==> src/common/wormPkg.sv <==
`default_nettype none

package wormPkg;

   // router size
   localparam int numPorts = 4;                  // inputs and outputs
   localparam int portW    = 2;                  // bits of a port number
   localparam int flitW    = 8;                  // bits of a flit

   // flit field widths, derived from the flit width
   localparam int kindW    = 2;                  // flit type field
   localparam int tagW     = flitW - kindW - portW; // header payload
   localparam int payloadW = flitW - kindW;      // body/tail payload

   // flit type codes, bits 7:6 of every flit
   localparam logic [kindW-1:0] flitEmpty = 2'b00; // no data
   localparam logic [kindW-1:0] flitHead  = 2'b01; // opens a packet
   localparam logic [kindW-1:0] flitBody  = 2'b10; // payload only
   localparam logic [kindW-1:0] flitTail  = 2'b11; // closes a packet

   // input decoder states
   localparam logic [1:0] stIdle = 2'b00;        // no connection
   localparam logic [1:0] stWait = 2'b01;        // header held, waiting for grant
   localparam logic [1:0] stOpen = 2'b10;        // connection open

   // one flit word, read as header or as data flit
   typedef union packed
   {
      struct packed
      {
         logic [kindW-1:0] kind;                 // always flitHead here
         logic [portW-1:0] dest;                 // destination output
         logic [tagW-1:0]  tag;                  // header payload
      } head;
      struct packed
      {
         logic [kindW-1:0]    kind;              // flitBody or flitTail
         logic [payloadW-1:0] payload;           // data bits
      } data;
   } flitT;

   // one bit per port: request, grant and take vectors
   typedef logic [numPorts-1:0] portVecT;

endpackage

`default_nettype wire

==> src/hdl/flitDecoder.sv <==
`default_nettype none

module flitDecoder
   import wormPkg::*;
(
   input  wire          clk,
   input  wire          arstN,
   input  wire          inValid,                // input side handshake
   input  wire flitT    inFlit,
   output logic         inRdy,
   output portVecT      rqst,                   // one-hot on destination while open
   input  wire portVecT grant,                  // bit j from output j
   input  wire portVecT take,                   // bit j from output j
   output flitT         flit,                   // the one-flit register
   output logic         flitValid
);

   logic [1:0]       state;                     // idle, wait, open
   logic [portW-1:0] destReg;                   // latched header destination
   logic             taken;                     // some output stores our flit now
   logic             holdsTail;                 // register has the packet end
   logic             tailGone;                  // tail leaves at this edge
   logic             accept;                    // input transfer at this edge
   logic             isHead;
   logic             isData;
   logic             loadFlit;                  // accepted flit goes into the register

   assign taken     = |take;
   assign holdsTail = flitValid && (flit.data.kind == flitTail);
   assign tailGone  = taken && holdsTail;

   // room when empty or draining, but never past a tail
   assign inRdy  = !flitValid || (taken && !holdsTail);
   assign accept = inValid && inRdy;

   assign isHead = (inFlit.head.kind == flitHead);
   assign isData = (inFlit.data.kind == flitBody) || (inFlit.data.kind == flitTail);

   // idle keeps headers only, open keeps body and tail, the rest drops
   assign loadFlit = accept && ((state == stIdle) ? isHead : isData);

   always_comb
   begin
      rqst = '0;
      if (state != stIdle)
         rqst[destReg] = 1'b1;                  // held until the tail is taken
   end

   always_ff @(posedge clk or negedge arstN)
   begin
      if (!arstN)
      begin
         state <= stIdle;
      end
      else
      begin
         case (state)
            stIdle:
            begin
               if (loadFlit)
                  state <= stWait;               // header latched, request goes up
            end
            stWait:
            begin
               if (|(grant & rqst))
                  state <= stOpen;               // header may already be taken here
            end
            stOpen:
            begin
               if (tailGone)
                  state <= stIdle;               // drops rqst, grant follows a cycle later
            end
            default:
            begin
               state <= stIdle;
            end
         endcase
      end
   end

   // register occupancy
   always_ff @(posedge clk or negedge arstN)
   begin
      if (!arstN)
      begin
         flitValid <= 1'b0;
      end
      else if (tailGone)
      begin
         flitValid <= 1'b0;                      // nothing loads behind a tail
      end
      else if (loadFlit)
      begin
         flitValid <= 1'b1;                      // refill, same edge as a take too
      end
      else if (taken)
      begin
         flitValid <= 1'b0;
      end
   end

   // payload
   always_ff @(posedge clk)
   begin
      if (loadFlit)
         flit <= inFlit;
      if (loadFlit && (state == stIdle))
         destReg <= inFlit.head.dest;            // route for the whole packet
   end

   // at most one output is requested
   rqstOneHot: assert property (@(posedge clk) disable iff (!arstN)
      $onehot0(rqst))
      else $error("decoder request is not one-hot");

   // the register never offers an empty flit to an output
   noEmptyFlit: assert property (@(posedge clk) disable iff (!arstN)
      flitValid |-> (flit.data.kind != flitEmpty))
      else $error("decoder offers an empty flit");

endmodule

`default_nettype wire

==> src/hdl/outputPort.sv <==
`default_nettype none

module outputPort
   import wormPkg::*;
(
   input  wire          clk,
   input  wire          arstN,
   input  wire portVecT rqst,                   // bit i from decoder i
   input  wire flitT    flitIn [numPorts],      // every decoder register
   input  wire portVecT flitValidIn,
   output portVecT      grant,                  // held for a whole packet
   output portVecT      take,                   // store decoder i's flit now
   output logic         outValid,               // output side handshake
   output flitT         outFlit,
   input  wire          outRdy
);

   logic [portW-1:0] lastWinner;                // also the granted index
   logic [portW-1:0] nextWinner;                // round-robin choice
   logic [portW-1:0] cand;
   logic             anyRqst;
   logic             outFree;                   // register empty or draining
   flitT             selFlit;                   // crossbar mux output

   // search starts after the last winner, wraps around to it
   always_comb
   begin
      nextWinner = lastWinner;
      anyRqst    = 1'b0;
      cand       = lastWinner;
      for (int k = 1; k <= numPorts; k++)
      begin
         cand = lastWinner + portW'(k);
         if (!anyRqst && rqst[cand])
         begin
            nextWinner = cand;
            anyRqst    = 1'b1;
         end
      end
   end

   always_ff @(posedge clk or negedge arstN)
   begin
      if (!arstN)
      begin
         grant      <= '0;
         lastWinner <= '0;
      end
      else if (grant == '0)
      begin
         if (anyRqst)
         begin
            grant[nextWinner] <= 1'b1;          // grant is zero in this branch
            lastWinner        <= nextWinner;
         end
      end
      else if ((grant & rqst) == '0)
      begin
         grant <= '0;                            // tail has left the decoder
      end
   end

   assign outFree = !outValid || outRdy;
   assign take    = grant & flitValidIn & {numPorts{outFree}};
   assign selFlit = flitIn[lastWinner];          // valid whenever grant is set

   always_ff @(posedge clk or negedge arstN)
   begin
      if (!arstN)
      begin
         outValid <= 1'b0;
      end
      else if (|take)
      begin
         outValid <= 1'b1;
      end
      else if (outRdy)
      begin
         outValid <= 1'b0;                       // drained, nothing new
      end
   end

   always_ff @(posedge clk)
   begin
      if (|take)
         outFlit <= selFlit;
   end

   // one winner at a time
   grantOneHot: assert property (@(posedge clk) disable iff (!arstN)
      $onehot0(grant))
      else $error("output grant is not one-hot");

   // a new grant only goes to a decoder that was requesting
   grantFromRqst: assert property (@(posedge clk) disable iff (!arstN)
      $rose(|grant) |-> ((grant & ~$past(rqst)) == '0))
      else $error("output granted a port without a request");

   // stalled output holds its flit
   holdStable: assert property (@(posedge clk) disable iff (!arstN)
      (outValid && !outRdy) |=> (outValid && $stable(outFlit)))
      else $error("output flit changed under back-pressure");

endmodule

`default_nettype wire

==> src/hdl/wormRouter.sv <==
`default_nettype none

module wormRouter
   import wormPkg::*;
(
   input  wire          clk,
   input  wire          arstN,
   input  wire portVecT inValid,
   input  wire flitT    inFlit [numPorts],
   output wire portVecT inRdy,
   output wire portVecT outValid,
   output wire flitT    outFlit [numPorts],
   input  wire portVecT outRdy
);

   wire portVecT decRqst   [numPorts];           // decoder i, bit j for output j
   wire portVecT portRqst  [numPorts];           // output j, bit i from decoder i
   wire portVecT portGrant [numPorts];           // output j, bit i to decoder i
   wire portVecT decGrant  [numPorts];           // decoder i, bit j from output j
   wire portVecT portTake  [numPorts];
   wire portVecT decTake   [numPorts];
   wire flitT    decFlit   [numPorts];           // decoder registers to every output
   wire portVecT decFlitValid;

   // matrix transpose between the decoder and output sides
   for (genvar i = 0; i < numPorts; i++)
   begin : gRow
      for (genvar j = 0; j < numPorts; j++)
      begin : gCol
         assign portRqst[j][i] = decRqst[i][j];
         assign decGrant[i][j] = portGrant[j][i];
         assign decTake[i][j]  = portTake[j][i];
      end
   end

   for (genvar i = 0; i < numPorts; i++)
   begin : gIn
      flitDecoder i_flitDecoder
      (
         .clk       (clk),
         .arstN     (arstN),
         .inValid   (inValid[i]),
         .inFlit    (inFlit[i]),
         .inRdy     (inRdy[i]),
         .rqst      (decRqst[i]),
         .grant     (decGrant[i]),
         .take      (decTake[i]),
         .flit      (decFlit[i]),
         .flitValid (decFlitValid[i])
      );
   end

   for (genvar j = 0; j < numPorts; j++)
   begin : gOut
      outputPort i_outputPort
      (
         .clk         (clk),
         .arstN       (arstN),
         .rqst        (portRqst[j]),
         .flitIn      (decFlit),
         .flitValidIn (decFlitValid),
         .grant       (portGrant[j]),
         .take        (portTake[j]),
         .outValid    (outValid[j]),
         .outFlit     (outFlit[j]),
         .outRdy      (outRdy[j])
      );
   end

endmodule

`default_nettype wire

==> config.mk <==
export PLATFORM = sky130hd
export DESIGN_NAME = wormRouter
export DESIGN_NICKNAME = d
export VERILOG_FILES = /design/src/common/wormPkg.sv /design/src/hdl/flitDecoder.sv /design/src/hdl/outputPort.sv /design/src/hdl/wormRouter.sv
export SDC_FILE = /design/constraint.sdc
export NUM_CORES = 1
export LEC_CHECK = 0
export BUFFER_PORTS_ARGS = -buffer_cell sky130_fd_sc_hd__buf_2
export CAP_MARGIN = 20
export CORE_MARGIN = 3
export CORE_UTILIZATION = 62
export CTS_CLUSTER_DIAMETER = 150
export CTS_CLUSTER_SIZE = 16
export DETAILED_ROUTE_END_ITERATION = 16
export PLACE_DENSITY = 0.85
export SLEW_MARGIN = 15
export SYNTH_ARGS = -nofsm -noshare
export SYNTH_HDL_FRONTEND = slang
export SYNTH_SLANG_ARGS = --single-unit
==> constraint.sdc <==
create_clock -name clk -period 6.4 [get_ports clk]
set_input_delay 0.32 -clock clk [delete_from_list [all_inputs] [get_ports clk]]
set_output_delay 0.32 -clock clk [all_outputs]
set_load 0.01 [all_outputs]
# Word-level counts from Yosys, hierarchy flattened
# Index checks and enable logic that the tools add are counted.
# W data, S select, Z words.
totals:
  reg_bits: 112
  latchBits: 0
  ram_bits: 0
  mem_bits_ro: 0
  input_bits: 42
  out_inout_bits: 40
  word_cells: 424
  mem_count: 0
op_classes:
  addsub: 12
  multipliers: 0
  n_div: 0
  magnitude_cmp: 36
  n_eq_ne: 40
  n_shift: 0
  muxes: 148
  n_bitwise: 24
  n_reduce_logical: 132
ops:
  columns: ["cell", "count"]
  rows:
  - ["$lt A2 B3 Y1 const B", 24]
  - ["$and A4 B4 Y4", 16]
  - ["$bmux W8 S2", 4]
  - ["$mux W1", 64]
  - ["$mux W4", 16]
  - ["$mux W8", 8]
  - ["$mux W2", 28]
  - ["$reduce_or A4 Y1", 12]
  - ["$logic_and A1 B1 Y1", 44]
  - ["$bmux W1 S2", 16]
  - ["$eq A2 B2 Y1 const B", 16]
  - ["$logic_not A4 Y1", 8]
  - ["$ne A2 B1 Y1 const B", 16]
  - ["$logic_not A1 Y1", 24]
  - ["$pmux W2 S3", 4]
  - ["$reduce_bool A2 Y1", 12]
  - ["$add A2 B2 Y2 const B", 8]
  - ["$demux W1 S2", 8]
  - ["$eq A2 B1 Y1 const B", 8]
  - ["$ge A2 B1 Y1 const B", 8]
  - ["$or A4 B4 Y4", 4]
  - ["$reduce_and A2 Y1", 8]
  - ["$ge A3 B3 Y1 const B", 4]
  - ["$logic_or A1 B1 Y1", 12]
  - ["5 further kinds", 20]

# Longest topological paths before layout
# Gate-level depths: netlist of run 1.
depth:
  depth_word: 24
  ltp_mapped: 6
  depth_no_buf: 5

# Cells and area by module
# Synthesis of run 1 repeated with hierarchy kept, for this count alone.
unflattened:
  cells_unflattened: 407
  area_unflattened_um2: 5740.5
modules_own_cells:
  columns: ["mod", "n_inst", "cells_per_inst", "area_each_um2", "seq_area_each_um2"]
  rows:
  - ["outputPort at gOut[1].i_outputPort ...", 2, 63, 858.3, 415.4]
  - ["flitDecoder at gIn[1].i_flitDecoder ...", 2, 39, 578.1, 375.4]
  - ["outputPort at gOut[0].i_outputPort", 1, 63, 874.6, 415.4]
  - ["outputPort at gOut[3].i_outputPort", 1, 65, 869.6, 415.4]
  - ["flitDecoder at gIn[3].i_flitDecoder", 1, 39, 571.8, 375.4]
  - ["flitDecoder at gIn[0].i_flitDecoder", 1, 36, 551.8, 375.4]

# Least setup slack after synthesis of run 1
# Ideal clock, no wire load.
synth_timing:
  path_type: "register to register"
  startpoint: "reg gIn[3].i_flitDecoder.state[1]"
  endpoint: "reg gIn[3].i_flitDecoder.flit[0] (netlist name), enable pin"
  setup_time_ns: 0.386
  arrival_time_ns: 1.717
  required_time_ns: 6.014
  setup_slack_ns: 4.296
  path_stages_with_launch: 5
  path_buffers: 1
  synth_period_minus_slack_ns: 2.104
  path_cell_list: "dfrtp_1 -> buf_4 -> nor4b_1 -> o21ai_0 -> a211oi_1"
synth_between:
  elab_chain_len: 3
synth_lines:
  columns: ["item", "line_no", "text"]
  rows:
  - ["start: declaration", "flitDecoder.sv:18", "logic [1:0] state;"]
  - ["start signal: assignment", "flitDecoder.sv:53", "state <= stIdle;"]
  - ["start signal: assignment", "flitDecoder.sv:61", "state <= stWait;"]
  - ["start signal: assignment", "flitDecoder.sv:66", "state <= stOpen;"]
  - ["$logic_not A2 Y1", "flitDecoder.sv:40", "assign loadFlit = accept && ((state == stIdle) ? isHead : isData);"]
  - ["$mux W1", "flitDecoder.sv:40", null]
  - ["$logic_and A1 B1 Y1", "flitDecoder.sv:40", null]
  - ["net gIn[3].i_flitDecoder.loadFlit", "flitDecoder.sv:26", "logic loadFlit;"]
  - ["end signal: assignment", "flitDecoder.sv:106", "flit <= inFlit;"]
  - ["end: declaration", "flitDecoder.sv:14", "output flitT flit,"]
# The timed path passes the listed nets, and every way through them passes these cells.
# A chain may end at the register's enable or synchronous reset.

# Worst setup path in the final report of run 1
layout_timing:
  startpoint: "reg gIn[0].i_flitDecoder.flitValid"
  endpoint: "out inRdy[0]"
layout_between:
  elab_chain_len: 5
  elab_cells_between_ends: 14
  classes_between: "8 x bitwise; 6 x reduce/logical"
layout_lines:
  columns: ["item", "line_no", "text"]
  rows:
  - ["start: declaration", "flitDecoder.sv:15", "output logic flitValid"]
  - ["start signal: assignment", "flitDecoder.sv:86", "flitValid <= 1'b0;"]
  - ["start signal: assignment", "flitDecoder.sv:90", "flitValid <= 1'b0;"]
  - ["start signal: assignment", "flitDecoder.sv:94", "flitValid <= 1'b1;"]
  - ["$and A4 B4 Y4 (2 in a row)", "outputPort.sv:64", "assign take = grant & flitValidIn & {numPorts{outFree}};"]
  - ["$reduce_or A4 Y1", "flitDecoder.sv:28", "assign taken = |take;"]
  - ["$logic_and A1 B1 Y1", "flitDecoder.sv:33", "assign inRdy = !flitValid || (taken && !holdsTail);"]
  - ["$logic_or A1 B1 Y1 *", "flitDecoder.sv:33", null]
  - ["end: declaration", "wormRouter.sv:10", "output wire portVecT inRdy,"]
# Every way passes the cells marked *; elsewhere a longest branch is shown, timed or not.

==> flow_summary.yaml, run 1 <==
synth:
  ys_seq_elements: 112
  synth-seq-area-share_pct: 53.5
  synth-async-reset-ratio_pct: 35.7
  synth_edf_count: 72
  netlist_instances: 442
  synth_cell_types: 78
  syn_area_per_cell_um2: 13.4
  syn-num-nets: 484
  ys.flop_type: "edfxtp_1"
  yosysWarnings: 0
  syn-cell-area_mm2: 0.00591
global_routing:
  top_usage_layer: "met2"
  grt_util_met3_pct: 7.73
  grt-ovfl-total: 0
  antenna_found_initial: 0
  grt_util_met2_pct: 45.9
  track_usage_pct: 28.3
  grt_pass1_wl_mm: 23.5
  use_met1_pct: 36.6
  grt_pass1_vias: 4393
  grt_max_degree: 41
sta:
  slew_viol_final: 0
  slew_headroom_pct: 38.4
  fmaxAchievable_ghz: 0.419
  fin_crit_sh_pct: 37.3
  rsz0062_at_grt: "no"
  fin_tns_setup_ps: 0
  setup_viol: 0
  finalHoldViolCount: 0
  tightest_slew_ps: 924
  clock_skew_ps: 13.8
  min_period_ps: 2390
clock_tree:
  clkTransAtPathRegs_ps: 100
  cts_tree: "done"
  clock_sinks: 112
  cts_root_buf: "clkbuf_8"
  cts_resized: 0
  worst_skew_pair.late_latency_ps: 370
  cts_made_buffers: 9
  postCtsSetupBuffers: 0
  cts_hold_buf: 0
  cts.htree.levels: 3
  cts_buffer_depth: 2
placement:
  hpwl_mm: 11.2
  port_buffers: 81
  placed_cells: 631
  gp_congestion: 0.971
routing:
  dr.pass1.iters: 5
  wl_mm: 14.8
  wl_per_cell_um: 22.8
  drtIter0Drc: 422
  antenna_left: 0
  vias: 4412
  drc: 0
  vias_per_cell: 6.81
critical_path:
  rrSetupSlack_ps: 4200
  worst_path_largest_cell_delay_ps: 580
  cp.arrival_ps: 2070
  critPathLaunchType: "flip-flop"
  required_ps: 6080
  critPathBufInv: 1
  path_class: "reg -> out"
  cp_max_fo: 10
  slowest_stage: "nor4_2"
  cp_top_family: "simple AND/OR/NAND/NOR gates"
  cp-end-kind: "output pin"
  critical_path.cell_chain: "and3_1 > nor4_2 > a21oi_1 > buf_2"
die:
  core_area_mm2: 0.00924
  std_cell_rows: 35
  die_area_mm2: 0.0107
  die_w_um: 104
  die_height_um: 104
  num_io_pins: 82
  initial_core_util_pct: 64.0
power:
  leakage_uw: 0.00260
  powerDensity_mw_per_mm2: 473
  power_uw: 3090
  ir_worst_vdd_uv: 269
min_path:
  min-delay-path-class: "in -> async"
finish:
  stdcell_count: 648
  drive_gt1_share_pct: 32.9
  num_antenna_cells: 0
  area_delta_synth_final_pct: 10.5
  fin_nets: 556
outcome:
  outcome: "finished clean"
run:
  cap_violations: 0
cells by family after synthesis:
logic type,synth area share (%)
multiplexers,13.7
AO/OA/AOI/OAI,14.2
buffers and inverters,2.96
flip-flops,53.5
AND/OR/NAND/NOR,15.7
cell usage in the layout (no fill, tap or decap), drive strengths merged, types with 4 or more instances in the layout:
cell type	netlist	layout
nor2	22	22
and2	4	4
dfrtp	40	40
a22o	4	4
or4	8	8
and3	22	22
o41ai	7	7
buf	21	85
nand2b	20	20
o22ai	6	6
a211oi	9	9
mux2i	4	4
nor4b	5	5
a32o	4	4
nor4	9	9
mux2	4	4
nand2	23	23
nand3	11	11
nor2b	7	7
a21oi	13	13
clkbuf	3	11
o211a	4	4
o21ai	23	23
inv	10	11
edfxtp	72	72
mux4	32	32
o31ai	8	8
nor3	4	4
area by class of cell:
type,instances,area (µm²)
repair buffers,85,433
clock inverters,5,33.8
clock buffers,11,131
multi-input cells,296,2570
inverters,10,37.5
fillers,630,2710
well taps,129,161
flip-flops and latches,112,3160
sequential cells by signal, indices dropped and copies added, names as in the netlist:
name / flops
gIn.i_flitDecoder.destReg: 8
gIn.i_flitDecoder.flit: 32
gIn.i_flitDecoder.flitValid: 4
gIn.i_flitDecoder.state: 8
gOut.i_outputPort.grant: 16
gOut.i_outputPort.lastWinner: 8
gOut.i_outputPort.outFlit: 32
gOut.i_outputPort.outValid: 4
synth_stat cells (4+ instances only):
cell type / instances / area share (%)
nor2b_1: 7 / 0.74
o31ai_1: 6 / 0.76
edfxtp_1: 72 / 37
mux4_2: 32 / 12
buf_4: 10 / 1.3
nor4b_1: 5 / 0.74
a22o_1: 4 / 0.59
nand2b_1: 20 / 2.1
mux2i_1: 4 / 0.68
o21ai_0: 19 / 1.6
o41ai_1: 6 / 0.89
nor4_1: 5 / 0.53
buf_2: 8 / 0.68
inv_1: 8 / 0.51
dfrtp_1: 40 / 17
a211oi_1: 9 / 1.1
and3_1: 22 / 2.3
nand3_1: 11 / 0.93
o22ai_1: 6 / 0.63
a21oi_1: 13 / 1.1
nor2_1: 18 / 1.1
or4_1: 8 / 1.0
nand2_1: 22 / 1.4
where the power goes:
part	switching (µW)	leakage, µW	internal [µW]
clock	234	0.0000797	142
combinational	666	0.00134	614
sequential	348	0.00117	1090
stage by stage:
stage | hold WS [ps] | area, µm² | setup slack (ps) | utilization, %
floorplan | 24.4 | 5910 | 4300 | -
global placement | 497 | 6360 | 4200 | 68.9
detailed placement | 499 | 6360 | 4070 | 68.9
CTS | 103 | 6530 | 4030 | 70.7
global route | 109 | 6530 | 3930 | 70.7
finish | 72.3 | 6530 | 4010 | 70.7
final timing paths:
path / endpoint / start / depth (start not counted)
max in group asynchronous: gIn[3].i_flitDecoder.state[1]$_DFFE_PN0P_ / arstN / 1
min in group clk: gIn[1].i_flitDecoder.flit[1]$_DFFE_PP_ / inFlit[17] / 1
max reg2reg: gOut[1].i_outputPort.grant[1]$_DFFE_PN0P_ / gOut[1].i_outputPort.lastWinner[1]$_DFFE_PN0P_ / 5
min: gIn[0].i_flitDecoder.state[1]$_DFFE_PN0P_ / arstN / 1
max: inRdy[0] / gIn[0].i_flitDecoder.flitValid$_DFFE_PN0P_ / 4
min reg2reg: gOut[3].i_outputPort.grant[1]$_DFFE_PN0P_ / gOut[3].i_outputPort.grant[1]$_DFFE_PN0P_ / 1
routing by layer:
layer | vias up | part of all wire, %
met5 | - | 0
met4 | 0 | 4.2
met3 | 68 | 11
met2 | 313 | 48
met1 | 2121 | 37
li1 | 1910 | -
No activity file was read; power rests on OpenSTA's default activity.
==> run 2, diff against run 1 <==
Settings changed: ABC_AREA set to 1, CORE_UTILIZATION 62 to 53, PLACE_DENSITY 0.85 to 0.77.
Clock period 6.4 ns to 1.95 ns, I/O delays scaled along.
==> run 2 against run 1 <==
  * Combinational power rose to 5.9 times the previous value
  * Non-clock buffer count rose by 46
  * Hold slack better by 88 ps
  * Synthesized area is 9.9% higher
  * Final cell count rose by 61%
  * Flip-flop and latch count unchanged
  * Global-route usage grew 0.33 points
  * Critical endpoint is now gIn[3].i_flitDecoder.flit[2]$_DFFE_PP_
  * Synthesized cell count up 79%
  * First-iteration DRC count is 85% higher
  * Critical path depth increased by 3
  * Sequential power grew to 3.1 times the previous value
==> flow_summary.yaml, run 2 <==
global_routing:
  grt_max_degree: 26
  antenna_found_initial: 0
  grt_pass1_wl_mm: 29.4
  grt_pass1_vias: 5628
  grt-ovfl-total: 0
  track_usage_pct: 28.6
critical_path:
  endpoint: "gIn[3].i_flitDecoder.flit[2]$_DFFE_PP_"
  cp-end-kind: "flip-flop"
  required_ps: 2000
  startpoint: "gOut[1].i_outputPort.outValid$_DFFE_PN0P_"
  path_depth: 7
  r2r-end: "gIn[3].i_flitDecoder.flit[2]$_DFFE_PP_"
  critical_path.cell_chain: "nand2_1 > nand3_1 > nand4_1 > nor2_1 > nor2_1 > nand2_1 > inv_1"
  path_class: "reg -> reg"
  critPathLaunchType: "flip-flop"
  critPathBufInv: 1
  cp.arrival_ps: 1880
  slowest_stage: "dfrtp_1"
  worst_path_largest_cell_delay_ps: 380
  cp_max_fo: 8
  cp_top_family: "simple AND/OR/NAND/NOR gates"
  rrSetupSlack_ps: 110
  reg2reg_depth: 7
  reg2reg_from: "gOut[1].i_outputPort.outValid$_DFFE_PN0P_"
die:
  core_area_mm2: 0.0117
  std_cell_rows: 39
  die_w_um: 117
  initial_core_util_pct: 55.5
  die_height_um: 117
  die_area_mm2: 0.0136
  num_io_pins: 82
finish:
  seq_area_mm2: 0.00317
  reg_top3: "gIn.i_flitDecoder.flit (32), gOut.i_outputPort.outFlit (32), gOut.i_outputPort.grant (16)"
  num_antenna_cells: 0
  stdcell_count: 1043
  n_fill_cell: 973
  multi_input_area_mm2: 0.00293
  fin_nets: 937
  area_delta_synth_final_pct: 19.0
  design_area_mm2: 0.00773
  drive_gt1_share_pct: 20.8
  mostFrequentLayoutCell: "nand2_1"
  final_cell_mix: "nand2_1, nand3_1, o21ai_0"
min_path:
  min_path_cells: 4
  min-delay-path-class: "in -> reg"
synth:
  syn-cell-area_mm2: 0.00649
  ys.flop_type: "edfxtp_1"
  netlist_instances: 791
  ys_seq_elements: 112
  yosysMostFrequentCell: "nand2_1"
  synth_top_cell_by_area: "edfxtp_1"
  synth.area.top_cells: "edfxtp_1, dfrtp_1, nand3_1"
  syn-num-nets: 833
  syn_area_per_cell_um2: 8.21
  synth-seq-area-share_pct: 48.7
  synth_edf_count: 72
  synth_cell_types: 36
  yosys-top-cells-count: "nand2_1, nand3_1, o21ai_0"
  yosysWarnings: 0
  synth-async-reset-ratio_pct: 35.7
  synth.top_cell.area_share_pct: 33.3
routing:
  vias_per_cell: 5.97
  drc: 0
  vias: 6224
  drtIter0Drc: 781
  dr.pass1.iters: 6
  wl_per_cell_um: 18.2
  wl_mm: 19.0
  antenna_left: 0
sta:
  min_period_ps: 1840
  slew_headroom_pct: 68.4
  setup_viol: 0
  tightest_slew_ps: 472
  finalHoldViolCount: 0
  fmaxAchievable_ghz: 0.544
  clock_skew_ps: 11.5
  slew_viol_final: 0
  fin_crit_sh_pct: 94.3
  setup_slack_ps: 112
clock_tree:
  worst_skew_pair.late_latency_ps: 370
  clkTransAtPathRegs_ps: 80
  cts_made_buffers: 9
  cts_tree: "done"
  cts_buffer_depth: 2
  clock_sinks: 112
  cts_root_buf: "clkbuf_16"
  cts.htree.levels: 3
power:
  leakage_uw: 0.00348
  ir_worst_vdd_uv: 1040
  power_uw: 14000
  powerDensity_mw_per_mm2: 1810
placement:
  placed_area_mm2: 0.00696
  dp_slack_ps: -19.9
  placed_cells: 992
  hpwl_mm: 14.3
  port_buffers: 81
  gp_congestion: 0.968
outcome:
  outcome: "finished clean"
run:
  cap_violations: 0
run 2: cell types whose count changed in the layout (fill, tap and decap cells not counted), sizes merged, moves of 29 or more:
| cell | delta |
|---|---|
| mux4 | -32 |
| nand4 | +31 |
| o21ai | +90 |
| dlygate4sd3 | +33 |
| nor2 | +59 |
| a21oi | +29 |
| nand3 | +111 |
| inv | +61 |
| nand2 | +139 |
run 2: how the worst min path moves through the flow:
stage / slack (ps) / start / endpoint
floorplan: -200 / arstN / gIn[0].i_flitDecoder.flitValid$_DFFE_PN0P_
global placement: 40 / arstN / gOut[3].i_outputPort.lastWinner[0]$_DFFE_PN0P_
detailed placement: 40 / arstN / gOut[3].i_outputPort.lastWinner[1]$_DFFE_PN0P_
CTS: 150 / outRdy[3] / gOut[3].i_outputPort.outValid$_DFFE_PN0P_
global route: 210 / outRdy[0] / gOut[0].i_outputPort.outValid$_DFFE_PN0P_
finish: 160 / outRdy[3] / gOut[3].i_outputPort.outValid$_DFFE_PN0P_
run 2: worst min-delay path: cells and delay by family:
kind / cells / cell delay (ps)
buffers and inverters: 2 / 130
and+or+nand+nor: 2 / 250
run 2: cell type report:
class,instances,share of cell area [%]
Clock buffer,9,2.91
Timing Repair Buffer,131,11.2
Tap cell,143,2.31
Clock inverter,7,1.28
Inverter,68,3.35
Sequential cell,112,41.0
Multi-Input combinational cell,573,37.9
run 2: what timing repair did:
action / in CTS / in global routing
setup endpoints to repair: 8 / 45
endpoints found under the hold margin: 55 / 0
pin swaps: 0 / 2
hold buffers: 33 / 0
buffers inserted: 0 / 2
gates resized for setup: 1 / 29
run 2: kinds of logic after synthesis:
family | Yosys count | synth area share [%]
compound gates | 159 | 13.1
xor+xnor | 6 | 1.04
flops | 112 | 48.7
buf+inv | 106 | 7.45
simple gates | 408 | 29.7
run 2: metal layers:
metal / wire length, µm / track usage (%)
met5: 0 / 0
met1: 7920 / 39.6
met4: 397 / 7.26
met3: 1940 / 8.13
met2: 8730 / 44.9
run 2: stage by stage:
step | util (%) | hold WS, ps | TNS, ps
6_report | 66.0 | 161 | 0
5_1_grt | 66.0 | 211 | -41.5
4_1_cts | 65.0 | 155 | 0
3_5_place_dp | 59.5 | 44.9 | -157
3_3_place_gp | 59.5 | 44.7 | -1.73
2_1_floorplan | - | -198 | 0
run 2: report_power, final:
part	internal (µW)	switching (µW)	leakage, µW	total, µW
sequential	3660	791	0.00118	4450
clock	952	1000	0.000157	1950
combinational	2510	5050	0.00215	7550
==> run 3, diff against run 2 <==
Settings changed: ABC_AREA 1 to 0, CORE_UTILIZATION 53 to 52, PLACE_DENSITY 0.77 to 0.76.
==> run 3 against run 2 <==
  * Setup slack lost 56 ps
  * Global-route usage shrank 1.6 points
  * Via count fell by 23%
  * Total power is 17% lower
  * Routed wire length down 11%
  * Sequential power down 4%
  * Clock power decreased by 5%
  * Final cell count down 29%
  * Critical path depth shrank 2
  * Die area down 6.9%
  * Flip-flop and latch count did not move
  * Non-clock buffer count increased by 32
  * Largest power group unchanged
  * Highest routed layer unchanged
==> flow_summary.yaml, run 3 (synthesized netlist as in run 1, its figures left out) <==
global_routing:
  antenna_found_initial: 2
  grt_pass1_vias: 4690
  track_usage_pct: 27.0
  grt_max_degree: 24
  grt-ovfl-total: 0
  grt_pass1_wl_mm: 26.3
sta:
  min_period_ps: 1890
  fmaxAchievable_ghz: 0.528
  tightest_slew_ps: 624
  fin_crit_sh_pct: 97.2
  slew_headroom_pct: 58.0
  setup_viol: 0
  finalHoldViolCount: 0
  slew_viol_final: 0
  clock_skew_ps: 5.87
placement:
  gp_congestion: 0.977
  hpwl_mm: 12.4
  port_buffers: 81
critical_path:
  cp.arrival_ps: 2130
  critPathLaunchType: "flip-flop"
  worst_path_largest_cell_delay_ps: 470
  cp_max_fo: 5
  critical_path.cell_chain: "o21bai_4 > or4_1 > a31o_4 > nor2b_1 > a22o_1"
  slowest_stage: "edfxtp_1"
  required_ps: 2190
  path_class: "reg -> reg"
  cp-end-kind: "flip-flop"
die:
  die_w_um: 113
  num_io_pins: 82
  die_height_um: 113
  initial_core_util_pct: 53.8
  die_area_mm2: 0.0127
  std_cell_rows: 38
  core_area_mm2: 0.0110
finish:
  mostFrequentLayoutCell: "buf_2"
  area_delta_synth_final_pct: 26.3
  drive_gt1_share_pct: 38.9
  fin_nets: 634
  n_fill_cell: 766
  reg_top3: "gIn.i_flitDecoder.flit (32), gOut.i_outputPort.outFlit (32), gOut.i_outputPort.grant (16)"
  finish.utilization_pct: 68.0
  final_cell_mix: "buf_2, edfxtp_1, buf_4"
clock_tree:
  clkTransAtPathRegs_ps: 70
  cts_root_buf: "clkbuf_16"
  clock_sinks: 112
  cts.htree.levels: 3
  cts_buffer_depth: 2
  cts_tree: "done"
  worst_skew_pair.late_latency_ps: 350
  cts_made_buffers: 9
routing:
  vias: 4764
  antenna_left: 0
  vias_per_cell: 6.46
  drc: 0
  wl_mm: 16.9
  drtIter0Drc: 487
  dr.pass1.iters: 6
  wl_per_cell_um: 22.9
power:
  ir_worst_vdd_uv: 853
  powerDensity_mw_per_mm2: 1560
  leakage_uw: 0.00303
  power_uw: 11600
run:
  cap_violations: 0
outcome:
  outcome: "finished clean"
min_path:
  min-delay-path-class: "in -> reg"
## run 3: power breakdown
part           internal, µW  switching (µW)  total [µW]
sequential             3590             657        4250
clock                  1000             853        1860
combinational          2570            2950        5510
total                  7160            4460       11600
## run 3: timing repair
item	in CTS	in global routing
pin swaps	0	7
endpoints found under the setup margin	8	35
gates resized for setup	0	15
setup buffers	0	11
hold buffers	33	0
endpoints found under the hold margin	62	0
## run 3: critical path, delay by kind of cell (launching register included)
| kind | cells | cell delay [ps] |
|---|---|---|
| AO/OA/AOI/OAI | 3 | 700 |
| flip-flops | 1 | 470 |
| AND/OR/NAND/NOR | 2 | 600 |
## run 3: path summary, 6_finish.rpt
path / start / end / slack [ps] / depth (start not counted)
worst max register to register: gIn[3].i_flitDecoder.destReg[1]$_DFFE_PP_ / gOut[0].i_outputPort.grant[1]$_DFFE_PN0P_ / 60 / 5
min in group asynchronous: arstN / gOut[2].i_outputPort.outValid$_DFFE_PN0P_ / 300 / 2
worst min-delay path: inValid[0] / gIn[0].i_flitDecoder.flitValid$_DFFE_PN0P_ / 70 / 3
worst max-delay path: gIn[3].i_flitDecoder.destReg[1]$_DFFE_PP_ / gOut[0].i_outputPort.grant[1]$_DFFE_PN0P_ / 60 / 5
worst min register to register: gOut[0].i_outputPort.grant[1]$_DFFE_PN0P_ / gOut[0].i_outputPort.grant[1]$_DFFE_PN0P_ / 570 / 1
max in group asynchronous: arstN / gIn[3].i_flitDecoder.state[0]$_DFFE_PN0P_ / 1120 / 3
## run 3: through the flow
step	cell area, µm²	setup WS, ps	hold WS [ps]	setup TNS, ps	instances
after detailed placement	6670	1.75	145	0	677
after global placement	6670	31.2	141	0	677
after global routing	7470	-34.9	72.1	-267	738
after floorplan	5930	93.1	-198	0	442
after CTS	7300	-14.3	60.7	-107	726
final	7470	55.5	65.2	0	738
## run 3: layer usage
metal,GRT usage (%),vias up,wire length (µm)
met3,4.53,39,1590
met1,37.2,2323,6440
met4,8.97,0,485
met5,0,-,0
li1,-,2082,-
met2,44.0,320,8370
## run 3: area by class of cell
| type | instances | area (µm²) | share of cell area [%] |
|---|---|---|---|
| flip-flops and latches | 112 | 3170 | 42.4 |
| well taps | 140 | 175 | 2.35 |
| inverters | 10 | 37.5 | 0.503 |
| clock inverters | 6 | 65.1 | 0.871 |
| diodes | 1 | 2.50 | 0.0335 |
| clock buffers | 10 | 229 | 3.07 |
| repair buffers | 163 | 1130 | 15.1 |
| multi-input cells | 296 | 2660 | 35.7 |
